File: src/hw/cov_pkg.sv
// control word shared by the covariance update controller and datapath
// stage values follow the order in which the engine forms the products
`default_nettype none

package cov_pkg;

    // product currently formed by the shared engine
    typedef enum logic [1:0] {
        STG_KR     = 2'd0,
        STG_KRKT   = 2'd1,
        STG_IKHP   = 2'd2,
        STG_JOSEPH = 2'd3
    } stage_t;

    // one word per cycle from the sequencer
    // start, capture and commit are single-cycle pulses
    typedef struct packed {
        stage_t stage;
        logic   start;
        logic   capture;
        logic   commit;
    } stage_cmd_t;

endpackage

`default_nettype wire

File: src/hw/cov_update_ctrl.sv
// stage sequencer for the covariance update
// a run starts on a rising edge of ckg_done_i seen while idle, edges during a run are lost
// scu_done_o is held until ckg_done_i is seen low
`timescale 1ns/1ps
`default_nettype none

module cov_update_ctrl (
    input  logic                clk,
    input  logic                rst_n,
    input  logic                ckg_done_i,
    input  logic                eng_done_i,
    output cov_pkg::stage_cmd_t cmd_o,
    output logic                scu_done_o
);
    typedef enum logic [2:0] {
        S_IDLE,
        S_ISSUE,
        S_WAIT,
        S_CAPTURE,
        S_COMMIT,
        S_DONE
    } state_t;

    state_t            state_q;
    cov_pkg::stage_t   stage_q;
    logic              ckg_done_q;
    logic              run_start;

    // ----------------------------------------------------------------------
    // start edge
    // ----------------------------------------------------------------------
    always_ff @(posedge clk or negedge rst_n) begin
        if (!rst_n) begin
            ckg_done_q <= 1'b0;
        end else begin
            ckg_done_q <= ckg_done_i;
        end
    end

    assign run_start = ckg_done_i & ~ckg_done_q;

    // ----------------------------------------------------------------------
    // sequencer, each stage is issue, wait for engine, capture
    // ----------------------------------------------------------------------
    always_ff @(posedge clk or negedge rst_n) begin
        if (!rst_n) begin
            state_q <= S_IDLE;
            stage_q <= cov_pkg::STG_KR;
        end else begin
            case (state_q)
                S_IDLE: begin
                    if (run_start) begin
                        stage_q <= cov_pkg::STG_KR;
                        state_q <= S_ISSUE;
                    end
                end
                S_ISSUE: state_q <= S_WAIT;
                S_WAIT: begin
                    if (eng_done_i) begin
                        state_q <= S_CAPTURE;
                    end
                end
                S_CAPTURE: begin
                    if (stage_q == cov_pkg::STG_JOSEPH) begin
                        state_q <= S_COMMIT;
                    end else begin
                        stage_q <= cov_pkg::stage_t'(stage_q + 2'd1);
                        state_q <= S_ISSUE;
                    end
                end
                S_COMMIT: state_q <= S_DONE;
                S_DONE: begin
                    if (!ckg_done_i) begin
                        state_q <= S_IDLE;
                    end
                end
                default: state_q <= S_IDLE;
            endcase
        end
    end

    // command word decoded from the state
    always_comb begin
        cmd_o         = '0;
        cmd_o.stage   = stage_q;
        cmd_o.start   = (state_q == S_ISSUE);
        cmd_o.capture = (state_q == S_CAPTURE);
        cmd_o.commit  = (state_q == S_COMMIT);
    end

    assign scu_done_o = (state_q == S_DONE);

endmodule

`default_nettype wire

File: src/hw/cov_update_top.sv
// Joseph-form covariance update, P = K*R*K' + (I-KH)*P*(I-KH)', fixed point
// H selects the first MEAS_DIM states, MEAS_DIM must not exceed STATE_DIM
// k_i, r_i and p_prior_i must stay stable from the ckg_done_i edge to scu_done_o
// words are signed with FRAC_W fractional bits, FRAC_W below DATA_W-1
`timescale 1ns/1ps
`default_nettype none

module cov_update_top #(
    parameter int STATE_DIM = 4,
    parameter int MEAS_DIM  = 2,
    parameter int DATA_W    = 16,
    parameter int FRAC_W    = 8
) (
    input  logic                                     clk,
    input  logic                                     rst_n,
    input  logic [STATE_DIM*MEAS_DIM*DATA_W-1:0]     k_i,
    input  logic [MEAS_DIM*MEAS_DIM*DATA_W-1:0]      r_i,
    input  logic [STATE_DIM*STATE_DIM*DATA_W-1:0]    p_prior_i,
    input  logic                                     ckg_done_i,
    output logic [STATE_DIM*STATE_DIM*DATA_W-1:0]    p_post_o,
    output logic                                     scu_done_o
);
    localparam int MW = STATE_DIM * STATE_DIM * DATA_W;

    cov_pkg::stage_cmd_t cmd;
    logic                eng_done;
    logic [MW-1:0]       a_mat;
    logic [MW-1:0]       b_mat;
    logic [MW-1:0]       c_mat;
    logic [MW-1:0]       kr_mat;
    logic [MW-1:0]       ikhp_mat;

    cov_update_ctrl u_ctrl (
        .clk        (clk),
        .rst_n      (rst_n),
        .ckg_done_i (ckg_done_i),
        .eng_done_i (eng_done),
        .cmd_o      (cmd),
        .scu_done_o (scu_done_o)
    );

    operand_select #(
        .STATE_DIM (STATE_DIM),
        .MEAS_DIM  (MEAS_DIM),
        .DATA_W    (DATA_W),
        .FRAC_W    (FRAC_W)
    ) u_opsel (
        .k_i       (k_i),
        .r_i       (r_i),
        .p_prior_i (p_prior_i),
        .kr_i      (kr_mat),
        .ikhp_i    (ikhp_mat),
        .cmd_i     (cmd),
        .a_o       (a_mat),
        .b_o       (b_mat)
    );

    mat_mult_engine #(
        .STATE_DIM (STATE_DIM),
        .DATA_W    (DATA_W),
        .FRAC_W    (FRAC_W)
    ) u_engine (
        .clk    (clk),
        .rst_n  (rst_n),
        .cmd_i  (cmd),
        .a_i    (a_mat),
        .b_i    (b_mat),
        .c_o    (c_mat),
        .done_o (eng_done)
    );

    matrix_store #(
        .STATE_DIM (STATE_DIM),
        .DATA_W    (DATA_W)
    ) u_store (
        .clk      (clk),
        .rst_n    (rst_n),
        .cmd_i    (cmd),
        .c_i      (c_mat),
        .kr_o     (kr_mat),
        .ikhp_o   (ikhp_mat),
        .p_post_o (p_post_o)
    );

endmodule

`default_nettype wire

File: src/hw/mat_mult_engine.sv
// one multiply-accumulate per cycle, STATE_DIM^3 cycles per product
// a_i and b_i must hold from the start pulse until done_o
// each element is floored by FRAC_W and clamped to the signed word range
`timescale 1ns/1ps
`default_nettype none

module mat_mult_engine #(
    parameter int STATE_DIM = 4,
    parameter int DATA_W    = 16,
    parameter int FRAC_W    = 8
) (
    input  logic                                   clk,
    input  logic                                   rst_n,
    input  cov_pkg::stage_cmd_t                    cmd_i,
    input  logic [STATE_DIM*STATE_DIM*DATA_W-1:0]  a_i,
    input  logic [STATE_DIM*STATE_DIM*DATA_W-1:0]  b_i,
    output logic [STATE_DIM*STATE_DIM*DATA_W-1:0]  c_o,
    output logic                                   done_o
);
    localparam int CW    = (STATE_DIM > 1) ? $clog2(STATE_DIM) : 1;
    localparam int ACC_W = 2 * DATA_W + CW + 1;
    localparam logic [CW-1:0] LAST = CW'(STATE_DIM - 1);
    localparam logic signed [ACC_W-1:0] SAT_HI =
        {{(ACC_W-DATA_W+1){1'b0}}, {(DATA_W-1){1'b1}}};
    localparam logic signed [ACC_W-1:0] SAT_LO = ~SAT_HI;

    logic                     busy_q;
    logic [CW-1:0]            row_q;
    logic [CW-1:0]            col_q;
    logic [CW-1:0]            k_q;
    logic signed [ACC_W-1:0]  acc_q;
    logic signed [DATA_W-1:0] a_el;
    logic signed [DATA_W-1:0] b_el;
    logic signed [ACC_W-1:0]  sum;

    function automatic logic [DATA_W-1:0] sat_shift(input logic signed [ACC_W-1:0] x);
        logic signed [ACC_W-1:0] s;
        s = x >>> FRAC_W;
        if (s > SAT_HI) begin
            s = SAT_HI;
        end else if (s < SAT_LO) begin
            s = SAT_LO;
        end
        return s[DATA_W-1:0];
    endfunction

    // A(row,k) and B(k,col)
    assign a_el = a_i[(row_q*STATE_DIM + k_q)*DATA_W +: DATA_W];
    assign b_el = b_i[(k_q*STATE_DIM + col_q)*DATA_W +: DATA_W];
    assign sum  = acc_q + a_el * b_el;

    always_ff @(posedge clk or negedge rst_n) begin
        if (!rst_n) begin
            busy_q <= 1'b0;
            row_q  <= '0;
            col_q  <= '0;
            k_q    <= '0;
            acc_q  <= '0;
            c_o    <= '0;
            done_o <= 1'b0;
        end else begin
            done_o <= 1'b0;
            if (cmd_i.start) begin
                busy_q <= 1'b1;
                row_q  <= '0;
                col_q  <= '0;
                k_q    <= '0;
                acc_q  <= '0;
            end else if (busy_q) begin
                if (k_q == LAST) begin
                    // element complete
                    c_o[(row_q*STATE_DIM + col_q)*DATA_W +: DATA_W] <= sat_shift(sum);
                    acc_q <= '0;
                    k_q   <= '0;
                    if (col_q == LAST) begin
                        col_q <= '0;
                        if (row_q == LAST) begin
                            busy_q <= 1'b0;
                            done_o <= 1'b1;
                        end else begin
                            row_q <= row_q + 1'b1;
                        end
                    end else begin
                        col_q <= col_q + 1'b1;
                    end
                end else begin
                    acc_q <= sum;
                    k_q   <= k_q + 1'b1;
                end
            end
        end
    end

endmodule

`default_nettype wire

File: src/hw/matrix_store.sv
// intermediate products between stages and the final P_post register
// P_post is the clamped elementwise sum of K*R*K' and the Joseph term
`timescale 1ns/1ps
`default_nettype none

module matrix_store #(
    parameter int STATE_DIM = 4,
    parameter int DATA_W    = 16
) (
    input  logic                                   clk,
    input  logic                                   rst_n,
    input  cov_pkg::stage_cmd_t                    cmd_i,
    input  logic [STATE_DIM*STATE_DIM*DATA_W-1:0]  c_i,
    output logic [STATE_DIM*STATE_DIM*DATA_W-1:0]  kr_o,
    output logic [STATE_DIM*STATE_DIM*DATA_W-1:0]  ikhp_o,
    output logic [STATE_DIM*STATE_DIM*DATA_W-1:0]  p_post_o
);
    localparam int NE = STATE_DIM * STATE_DIM;
    localparam int MW = NE * DATA_W;

    logic [MW-1:0] krkt_q;
    logic [MW-1:0] joseph_q;

    function automatic logic [DATA_W-1:0] sat_add(input logic [DATA_W-1:0] a,
                                                  input logic [DATA_W-1:0] b);
        logic [DATA_W:0] s;
        s = {a[DATA_W-1], a} + {b[DATA_W-1], b};
        // overflow when the two top bits disagree
        if (s[DATA_W] != s[DATA_W-1]) begin
            return s[DATA_W] ? {1'b1, {(DATA_W-1){1'b0}}} : {1'b0, {(DATA_W-1){1'b1}}};
        end
        return s[DATA_W-1:0];
    endfunction

    always_ff @(posedge clk or negedge rst_n) begin
        if (!rst_n) begin
            kr_o     <= '0;
            krkt_q   <= '0;
            ikhp_o   <= '0;
            joseph_q <= '0;
            p_post_o <= '0;
        end else begin
            if (cmd_i.capture) begin
                case (cmd_i.stage)
                    cov_pkg::STG_KR:   kr_o     <= c_i;
                    cov_pkg::STG_KRKT: krkt_q   <= c_i;
                    cov_pkg::STG_IKHP: ikhp_o   <= c_i;
                    default:           joseph_q <= c_i;
                endcase
            end
            if (cmd_i.commit) begin
                for (int e = 0; e < NE; e++) begin
                    p_post_o[e*DATA_W +: DATA_W] <=
                        sat_add(krkt_q[e*DATA_W +: DATA_W], joseph_q[e*DATA_W +: DATA_W]);
                end
            end
        end
    end

endmodule

`default_nettype wire

File: src/hw/operand_select.sv
// operand pairs for the four products, all padded to STATE_DIM x STATE_DIM
// H selects the first MEAS_DIM states, so I-KH only differs from I in its left columns
`timescale 1ns/1ps
`default_nettype none

module operand_select #(
    parameter int STATE_DIM = 4,
    parameter int MEAS_DIM  = 2,
    parameter int DATA_W    = 16,
    parameter int FRAC_W    = 8
) (
    input  logic [STATE_DIM*MEAS_DIM*DATA_W-1:0]   k_i,
    input  logic [MEAS_DIM*MEAS_DIM*DATA_W-1:0]    r_i,
    input  logic [STATE_DIM*STATE_DIM*DATA_W-1:0]  p_prior_i,
    input  logic [STATE_DIM*STATE_DIM*DATA_W-1:0]  kr_i,
    input  logic [STATE_DIM*STATE_DIM*DATA_W-1:0]  ikhp_i,
    input  cov_pkg::stage_cmd_t                    cmd_i,
    output logic [STATE_DIM*STATE_DIM*DATA_W-1:0]  a_o,
    output logic [STATE_DIM*STATE_DIM*DATA_W-1:0]  b_o
);
    localparam int MW = STATE_DIM * STATE_DIM * DATA_W;
    // fixed-point one, one bit wider for the subtraction
    localparam logic [DATA_W:0] ONE_W = (DATA_W+1)'(1) << FRAC_W;

    logic [MW-1:0] k_pad;
    logic [MW-1:0] r_pad;
    logic [MW-1:0] kt_pad;
    logic [MW-1:0] ikh;
    logic [MW-1:0] ikht;

    // clamp a one-bit-wider result back to DATA_W
    function automatic logic [DATA_W-1:0] sat_w(input logic [DATA_W:0] x);
        if (x[DATA_W] != x[DATA_W-1]) begin
            return x[DATA_W] ? {1'b1, {(DATA_W-1){1'b0}}} : {1'b0, {(DATA_W-1){1'b1}}};
        end
        return x[DATA_W-1:0];
    endfunction

    for (genvar gi = 0; gi < STATE_DIM; gi++) begin : g_row
        for (genvar gj = 0; gj < STATE_DIM; gj++) begin : g_col
            localparam int IDX = gi * STATE_DIM + gj;

            if (gj < MEAS_DIM) begin : g_kcol
                logic [DATA_W-1:0] k_el;
                logic [DATA_W:0]   k_ext;
                assign k_el  = k_i[(gi*MEAS_DIM + gj)*DATA_W +: DATA_W];
                assign k_ext = {k_el[DATA_W-1], k_el};
                assign k_pad[IDX*DATA_W +: DATA_W] = k_el;
                // diagonal 1-K(i,i), elsewhere -K(i,j)
                assign ikh[IDX*DATA_W +: DATA_W] = (gi == gj) ? sat_w(ONE_W - k_ext)
                                                               : sat_w(-k_ext);
            end else begin : g_icol
                assign k_pad[IDX*DATA_W +: DATA_W] = '0;
                assign ikh[IDX*DATA_W +: DATA_W]   = (gi == gj) ? sat_w(ONE_W) : '0;
            end

            if (gi < MEAS_DIM && gj < MEAS_DIM) begin : g_r
                assign r_pad[IDX*DATA_W +: DATA_W] = r_i[(gi*MEAS_DIM + gj)*DATA_W +: DATA_W];
            end else begin : g_rz
                assign r_pad[IDX*DATA_W +: DATA_W] = '0;
            end

            // K' occupies the top MEAS_DIM rows
            if (gi < MEAS_DIM) begin : g_kt
                assign kt_pad[IDX*DATA_W +: DATA_W] = k_i[(gj*MEAS_DIM + gi)*DATA_W +: DATA_W];
            end else begin : g_ktz
                assign kt_pad[IDX*DATA_W +: DATA_W] = '0;
            end

            assign ikht[(gj*STATE_DIM + gi)*DATA_W +: DATA_W] = ikh[IDX*DATA_W +: DATA_W];
        end
    end

    always_comb begin
        case (cmd_i.stage)
            cov_pkg::STG_KR: begin
                a_o = k_pad;
                b_o = r_pad;
            end
            cov_pkg::STG_KRKT: begin
                a_o = kr_i;
                b_o = kt_pad;
            end
            cov_pkg::STG_IKHP: begin
                a_o = ikh;
                b_o = p_prior_i;
            end
            default: begin
                a_o = ikhp_i;
                b_o = ikht;
            end
        endcase
    end

endmodule

`default_nettype wire

File: config.mk
export PLATFORM = sky130hd
export DESIGN_NAME = cov_update_top
export DESIGN_NICKNAME = d
export VERILOG_FILES = /design/src/hw/cov_pkg.sv /design/src/hw/cov_update_ctrl.sv /design/src/hw/cov_update_top.sv /design/src/hw/mat_mult_engine.sv /design/src/hw/matrix_store.sv /design/src/hw/operand_select.sv
export SDC_FILE = /design/constraint.sdc
export NUM_CORES = 2
export LEC_CHECK = 0
export ABC_AREA = 1
export BUFFER_PORTS_ARGS = -buffer_cell sky130_fd_sc_hd__clkbuf_2
export CAP_MARGIN = 15
export CORE_MARGIN = 2
export CORE_UTILIZATION = 50
export DETAILED_ROUTE_END_ITERATION = 6
export PLACE_DENSITY = 0.68
export SYNTH_ARGS = -nofsm -noshare
export SYNTH_HDL_FRONTEND = slang
export SYNTH_HIERARCHICAL = 1
export SYNTH_SLANG_ARGS = --single-unit
File: constraint.sdc
create_clock -name clk -period 18.25 [get_ports clk]
set_clock_uncertainty 0.2 [all_clocks]
set_input_delay 0.9125 -clock clk [delete_from_list [all_inputs] [get_ports clk]]
set_output_delay 0.9125 -clock clk [all_outputs]
set_load 0.03 [all_outputs]
==> After elaboration in Yosys (flattened, before gate mapping) <==
Index checks and enable logic that the tools add are counted.
{ "word_totals": {"regBits": 1585, "inputBits": 451, "output_inout_bits": 257, "word_cells": 268} }
{ "classes": {"bitwise": 4, "n_shift": 4, "n_eq_ne": 40, "n_mux": 153, "n_addsub": 33, "multipliers": 1, "magnitude_cmp": 2, "reduce_logical": 16} }
{ "op_table": {"columns": ["op", "n"], "rows": [
  ["$pmux W256 S3", 2],
  ["$mux W16", 77],
  ["$shiftx A256 B10 Y16", 2],
  ["$add A16 B16 Y17", 16],
  ["$bwmux W256", 1],
  ["$shift A16 B34 Y256 const A", 1],
  ["$shiftx A16 B34 Y256", 1],
  ["$mux W35", 3],
  ["$neg A17 Y17", 6],
  ["$mux W1", 50],
  ["$add A35 B32 Y35", 1],
  ["$neg A32 Y34", 1],
  ["$sub A10 B16 Y17 const A", 2],
  ["$mul A16 B16 Y32", 1],
  ["$mux W2", 14],
  ["$gt A27 B16 Y1 const B", 1],
  ["$lt A27 B16 Y1 const B", 1],
  ["$ne A1 B1 Y1", 24],
  ["$pmux W3 S6", 1],
  ["$add A4 B2 Y5", 3],
  ["$mux W3", 4],
  ["$eq A2 B2 Y1 const B", 5],
  ["$reduce_and A2 Y1", 5],
  ["$reduce_and A3 Y1", 3],
  ["15 further kinds", 28]
]} }

==> Logic depth before layout (Yosys ltp) <==
{ "depth": {"depth_word": 16, "ltp_mapped": 53, "depth_no_buf": 50} }

==> Modules after synthesis <==
The synthesis kept the hierarchy.
{ "modules_own_cells": {"columns": ["module", "cells_per_inst", "seq_area_each_um2", "instances", "area_per_inst_um2"], "rows": [
  ["matrix_store", 7418, 32030.7, 1, 61943.2],
  ["mat_mult_engine", 3608, 7482.2, 1, 29031.6],
  ["operand_select", 2567, 0.0, 1, 12537.0],
  ["cov_update_ctrl", 47, 150.1, 1, 341.6]
]} }

==> Least setup slack after synthesis <==
No wires, ideal clock.
{ "synth_timing": {"path_kind": "input-to-reg", "startpoint": "in k_i[80]", "endpoint": "reg u_engine.c_o[28]", "path_buffers": 3, "t_required_ns": 17.976, "setup_time_ns": 0.074, "arrival_time_ns": 9.032, "setup_slack_ns": 8.944, "stages": 46, "path_cell_list": "inv_1 -> ha_1 -> nand3_2 -> nor2_4 -> nand3_2 -> nand2_2 -> nand3_4 -> buf_6 -> nand2_1 -> nand2_1 -> o211ai_1 -> o21ai_0 -> o221ai_1 -> o211ai_1 -> nand2_1 -> clkbuf_1 -> nand2_1 -> fa_1 -> [... 10 more ...] -> ha_1 -> nand2_1 -> nor2_1 -> nand2_1 -> nor4_2 -> nand2_1 -> nand2_1 -> nand2_1 -> nand2_1 -> nand3_1 -> nor2_2 -> nand4_2 -> nand2_4 -> buf_12 -> nand2_4 -> nand2_8 -> nand4_4 -> a21oi_2"} }
{ "synth_between": {"elab_chain_cells": 16, "elab_cells_between_ends": 21, "cone_classes": "2 x add/sub; 1 x mul; 2 x order compare; 1 x eq/ne; 3 x shift; 12 x mux"} }
{ "synth_rtl": {"columns": ["element", "line", "source"], "rows": [
  ["from (decl)", "cov_update_top.sv:16", "input logic [STATE_DIM*MEAS_DIM*DATA_W-1:0] k_i,"],
  ["$neg A17 Y17 *", "operand_select.sv:51", ": sat_w(-k_ext);"],
  ["$mux W16 or $ne A1 B1 Y1 (tied branches)", "operand_select.sv:34, operand_select.sv:33", null],
  ["$mux W16 or $mux W1 (tied branches)", "operand_select.sv:33", "if (x[DATA_W] != x[DATA_W-1]) begin"],
  ["$mux W16 *", "operand_select.sv:36", "return x[DATA_W-1:0];"],
  ["$pmux W256 S3 *", "operand_select.sv:75", "case (cmd_i.stage)"],
  ["via b_mat[97]", "cov_update_top.sv:28", "logic [MW-1:0] b_mat;"],
  ["$shiftx A256 B10 Y16 *", "mat_mult_engine.sv:49", "assign b_el = b_i[(k_q*STATE_DIM + col_q)*DATA_W +: DATA_W];"],
  ["$mul A16 B16 Y32 *", "mat_mult_engine.sv:50", "assign sum = acc_q + a_el * b_el;"],
  ["$add A35 B32 Y35 *", "mat_mult_engine.sv:50", null],
  ["$lt A27 B16 Y1", "mat_mult_engine.sv:41", "end else if (s < SAT_LO) begin"],
  ["$mux W16", "mat_mult_engine.sv:41", null],
  ["$mux W16 *", "mat_mult_engine.sv:39", "if (s > SAT_HI) begin"],
  ["$mux W16 *", "mat_mult_engine.sv:70", "if (k_q == LAST) begin"],
  ["$mux W16 *", "mat_mult_engine.sv:69", "end else if (busy_q) begin"],
  ["$mux W16 *", "mat_mult_engine.sv:63", "if (cmd_i.start) begin"],
  ["$shiftx A16 B34 Y256 *", "mat_mult_engine.sv:72", "c_o[(row_q*STATE_DIM + col_q)*DATA_W +: DATA_W] <= sat_shift(sum);"],
  ["$bwmux W256 *", "mat_mult_engine.sv:72", null],
  ["to (signal, indexed assignment)", "mat_mult_engine.sv:72", null],
  ["to (decl)", "mat_mult_engine.sv:17", "output logic [STATE_DIM*STATE_DIM*DATA_W-1:0] c_o,"]
]} }
The timed path passes the listed nets; every way through them passes the cells marked *. The select of a mux whose other input is x is not followed.
A chain may end at the register's enable or synchronous reset.

==> Worst setup path in the final report <==
{ "layout_timing": {"startpoint": "reg u_ctrl.stage_q[1]", "endpoint": "reg u_engine.c_o[173]"} }
{ "layout_between": {"elab_chain_cells": 13, "elab_cells_between_ends": 18, "cone_classes": "1 x add/sub; 1 x mul; 2 x order compare; 2 x eq/ne; 3 x shift; 8 x mux; 1 x reduce/logical"} }
{ "layout_rtl": {"columns": ["element", "line", "source"], "rows": [
  ["from (decl)", "cov_update_ctrl.sv:25", "cov_pkg::stage_t stage_q;"],
  ["from (signal assigned)", "cov_update_ctrl.sv:48", "stage_q <= cov_pkg::STG_KR;"],
  ["from (signal assigned)", "cov_update_ctrl.sv:53", "stage_q <= cov_pkg::STG_KR;"],
  ["from (signal assigned)", "cov_update_ctrl.sv:67", "stage_q <= cov_pkg::stage_t'(stage_q + 2'd1);"],
  ["$eq A2 B2 Y1, or another cell as far along", "operand_select.sv:75", null],
  ["$pmux W256 S3 *", "operand_select.sv:75", null],
  ["via b_mat[97]", "cov_update_top.sv:28", null],
  ["$shiftx A256 B10 Y16 *", "mat_mult_engine.sv:49", null],
  ["$mul A16 B16 Y32 *", "mat_mult_engine.sv:50", null],
  ["$add A35 B32 Y35 *", "mat_mult_engine.sv:50", null],
  ["$lt A27 B16 Y1", "mat_mult_engine.sv:41", null],
  ["$mux W16", "mat_mult_engine.sv:41", null],
  ["$mux W16 *", "mat_mult_engine.sv:39", null],
  ["$mux W16 *", "mat_mult_engine.sv:70", null],
  ["$mux W16 *", "mat_mult_engine.sv:69", null],
  ["$mux W16 *", "mat_mult_engine.sv:63", null],
  ["$shiftx A16 B34 Y256 *", "mat_mult_engine.sv:72", null],
  ["$bwmux W256 *", "mat_mult_engine.sv:72", null]
]} }
Marks and branches as above.

==> metrics.md <==
| Metric | Value |
|---|---|
| Outcome | `finished with violations` |
| Failing checks | `DRC` |
| #FFs+latches synth | `1585` |
| Worst Hold Launch | `ckg_done_i` |
| CP max-delay cell | `nand2_2` |
| HPWL Detailed | `312 mm` |
| 1st-pass router iterations | `7` |
| Pre-CTS WS | `5.36 ns` |
| Clk Latency, worst-skew pair | `0.87 ns` |
| Io pins | `708` |
| Overall routing resource usage | `37.6%` |
| Post-synthesis sequential area ratio | `38.2%` |
| CTS sink cnt | `1585` |
| Tightest Pin Transition | `1.18 ns` |
| Share of Yosys cell area claimed by the top area cell type | `38.2%` |
| Max transition margin | `21.2%` |
| Vias in the first global route | `90600` |
| Max-slew violations | `0` |
| Cells on Worst Hold Path | `1` |
| Ys flop type | `dfrtp_1` |
| Synthesized area | `0.104 sq mm` |
| Post-synth EDFFs | `0` |
| Cell with the most instances after synthesis | `nand2_1` |
| Cells after synthesis | `13600` |
| Setup TNS Final | `0 ns` |
| Avg Vias per Cell | `5.73` |
| Die Width | `460 microns` |
| Worst EP required | `18.78 ns` |
| Setup violations, final | `0` |
| IO Port Bufs | `707` |
| Ranking of synthesized cells by area | `dfrtp_1 (38%), nand2_1 (14%), o21ai_0 (6.8%)` |
| Area of the core | `0.207 sq mm` |
| Final setup margin | `4.94 ns` |
| Critical path endpoint category | `flop` |
| Worst path bufs/invs | `10` |
| Pin count of the biggest net entering global routing | `227` |
| Cts repair resizes | `0` |
| Post-route minimum period | `13.31 ns` |
| CTS Buf Count | `176` |
| Synth area leader | `dfrtp_1` |
| Die Y | `460 microns` |
| Filler instances | `19800` |
| Post-Syn Area per Cell | `7.61 sq um` |
| Synth unique cells | `59` |
| Maxcap violations | `0` |
| Clk buf depth | `3` |
| Detailed-route DRC error count | `4` |
| Synth-to-Final Area Change | `10.9%` |
| Syn_nets | `14800` |
| Depth of the CTS H-tree | `4` |
| CTS tree | `done` |
| # rows | `167` |
| WL/cell | `23.9 microns` |
| Worst reg2reg path depth | `39` |
| RSZ-0062 raised after global routing | `false` |
| Antenna-violating nets left | `0` |
| Final hold vios | `0` |
| Slowest cell delay on critical path | `0.89 ns` |
| Initial Utilization | `50.2%` |
| Global route overflow | `0` |
| Initial DRC Count | `12500` |
| Layout cells sized above 1 | `11.3%` |
| Initial antenna violation count | `68` |
| Synth top cells by count | `nand2_1 (3822), inv_1 (1672), dfrtp_1 (1585), o21ai_0 (1409), nor2_1 (1239)` |
| First-pass GRT wire length | `591 mm` |
| Crit Path Category | `flop to flop` |
| Multi-input gate area | `0.0549 sq mm` |
| Reg-to-reg critical path startpoint | `u_ctrl/stage_q[1]$_DFFE_PN0P_` |
| R2r setup slk | `4.94 ns` |
| R2R Path End | `u_engine/c_o[173]$_DFFE_PN0P_` |
| Fmax | `75.1 MHz` |
| Clock root buffer | `clkbuf_16` |
| Hold crit path type | `input pin to flop` |
| Via Count | `96600` |
| Clock transition at the registers of the reported paths | `0.06 ns` |
| Crit share post-route | `72.9%` |
| Register area | `0.0397 sq mm` |
| Post-Route WL | `403 mm` |
| Top cell by count, worst path | `nand2_1` |
| GPL Wtd Cong | `1.12` |
| Die area | `0.211 sq mm` |
| Nets | `15100` |
| Arr. time, crit path | `13.84 ns` |
| Ys async rst share | `100%` |
| Startpoint types | `flop` |
| Worst Hold End | `u_ctrl/ckg_done_q$_DFF_PN0_` |
| Crit-path leading delay family | `simple AND/OR/NAND/NOR gates` |
| Crit-path max FO | `44` |
| Yosys warnings | `6` |
==> placed cells by master (no fill, tap or decap), types with 18 or more instances in the layout <==
master | netlist | routed
o21ai_1 | 35 | 35
ha_1 | 378 | 378
nand3_2 | 36 | 36
nand2_1 | 3822 | 3820
o21bai_1 | 37 | 37
nand3_1 | 449 | 445
clkbuf_1 | 492 | 22
xnor2_1 | 83 | 83
a21oi_2 | 123 | 123
or2_2 | 32 | 32
nand4_4 | 20 | 20
clkinv_2 | 0 | 24
o21ai_0 | 1409 | 1409
nand2_2 | 114 | 114
nor3_1 | 51 | 46
dfrtp_1 | 1585 | 1580
and2_1 | 20 | 20
clkbuf_2 | 1 | 706
xor2_1 | 158 | 158
buf_4 | 21 | 102
a221oi_1 | 117 | 117
nor2_1 | 1239 | 1229
a21oi_1 | 591 | 591
clkbuf_8 | 1 | 36
o22ai_1 | 39 | 39
fa_1 | 326 | 326
a22o_1 | 135 | 135
bufinv_16 | 0 | 18
mux2i_1 | 46 | 46
o211ai_1 | 58 | 58
diode_2 | 0 | 44
nand3b_1 | 22 | 22
inv_1 | 1672 | 1670
nand4_1 | 112 | 112
nand2_4 | 31 | 33
nor2_2 | 23 | 29
clkbuf_16 | 0 | 180
o221ai_1 | 96 | 96
==> routing by layer <==
layer  vias to the layer above  GRT usage (%)  routed length (microns)
li1                      44500              -                        -
met3                      1100           10.8                    44800
met1                     46100           49.6                   160000
met5                         -          0.643                      343
met2                      4891           54.8                   170000
met4                        40           22.7                    28400
==> per-stage QoR <==
stage                     hold slack, ns  cells  util, %  cell area, sq um
after global placement             0.266  16500     52.6            109000
after CTS                          0.154  16800     55.6            115000
after detailed placement           0.267  16500     52.6            109000
after global routing               0.195  16800     55.7            115000
after floorplan                    0.253  13600        -            104000
final                              0.217  16900     55.7            115000
==> state kept, by name, summed over array words and instances, names as in the netlist <==
register           count
u_engine/c_o         256
u_store/ikhp_o       256
u_store/joseph_q     256
u_store/kr_o         256
u_store/krkt_q       256
u_store/p_post_o     256
u_engine/acc_q        35
u_ctrl/state_q         3
u_ctrl/stage_q         2
u_engine/col_q         2
u_engine/k_q           2
u_engine/row_q         2
u_ctrl/ckg_done_q      1
u_engine/busy_q        1
u_engine/done_o        1
==> worst max-delay path by stage <==
stage / from / end / slack (ns) / depth (start not counted)
6_report: u_ctrl/stage_q[1]$_DFFE_PN0P_ / u_engine/c_o[173]$_DFFE_PN0P_ / 4.94 / 39
5_1_grt: u_ctrl/stage_q[1]$_DFFE_PN0P_ / u_engine/c_o[93]$_DFFE_PN0P_ / 4.54 / 39
4_1_cts: u_ctrl/stage_q[1]$_DFFE_PN0P_ / u_engine/c_o[237]$_DFFE_PN0P_ / 5.33 / 39
3_5_place_dp: u_ctrl/stage_q[1]$_DFFE_PN0P_ / u_engine/c_o[173]$_DFFE_PN0P_ / 5.36 / 39
3_3_place_gp: u_ctrl/stage_q[1]$_DFFE_PN0P_ / u_engine/c_o[61]$_DFFE_PN0P_ / 5.42 / 39
2_1_floorplan: k_i[80] / u_engine/c_o[28]$_DFFE_PN0P_ / 8.94 / 46
==> area by class of cell <==
class	instances	area share, %
diodes	44	0.0956
clock buffers	238	4.41
clock inverters	83	0.993
inverters	1693	5.54
multi-input cells	9697	47.7
flip-flops and latches	1585	34.4
well taps	2704	2.94
repair buffers	819	3.91
==> repair_timing <==
action / CTS / global route
hold endpoints to repair: 145 / 0
setup buffers: 0 / 0
hold buffers: 1 / 0
==> cells by family (layout without fill, tap and decap cells) <==
kind of cell	count (synthesis)	count (layout)	synth area share [%]
AO/OA/AOI/OAI	2681	2681	15.1
XOR/XNOR	241	241	2.03
adder cells (fa/ha/maj)	704	704	10.8
buffers and inverters	2358	2833	9.05
flip-flops	1585	1585	38.2
multiplexers	46	46	0.443
other	0	44	0
AND/OR/NAND/NOR	6025	6025	24.3
Power is not shown: default switching activity piles up to over one toggle a cycle in this logic, so the estimate is an artifact.
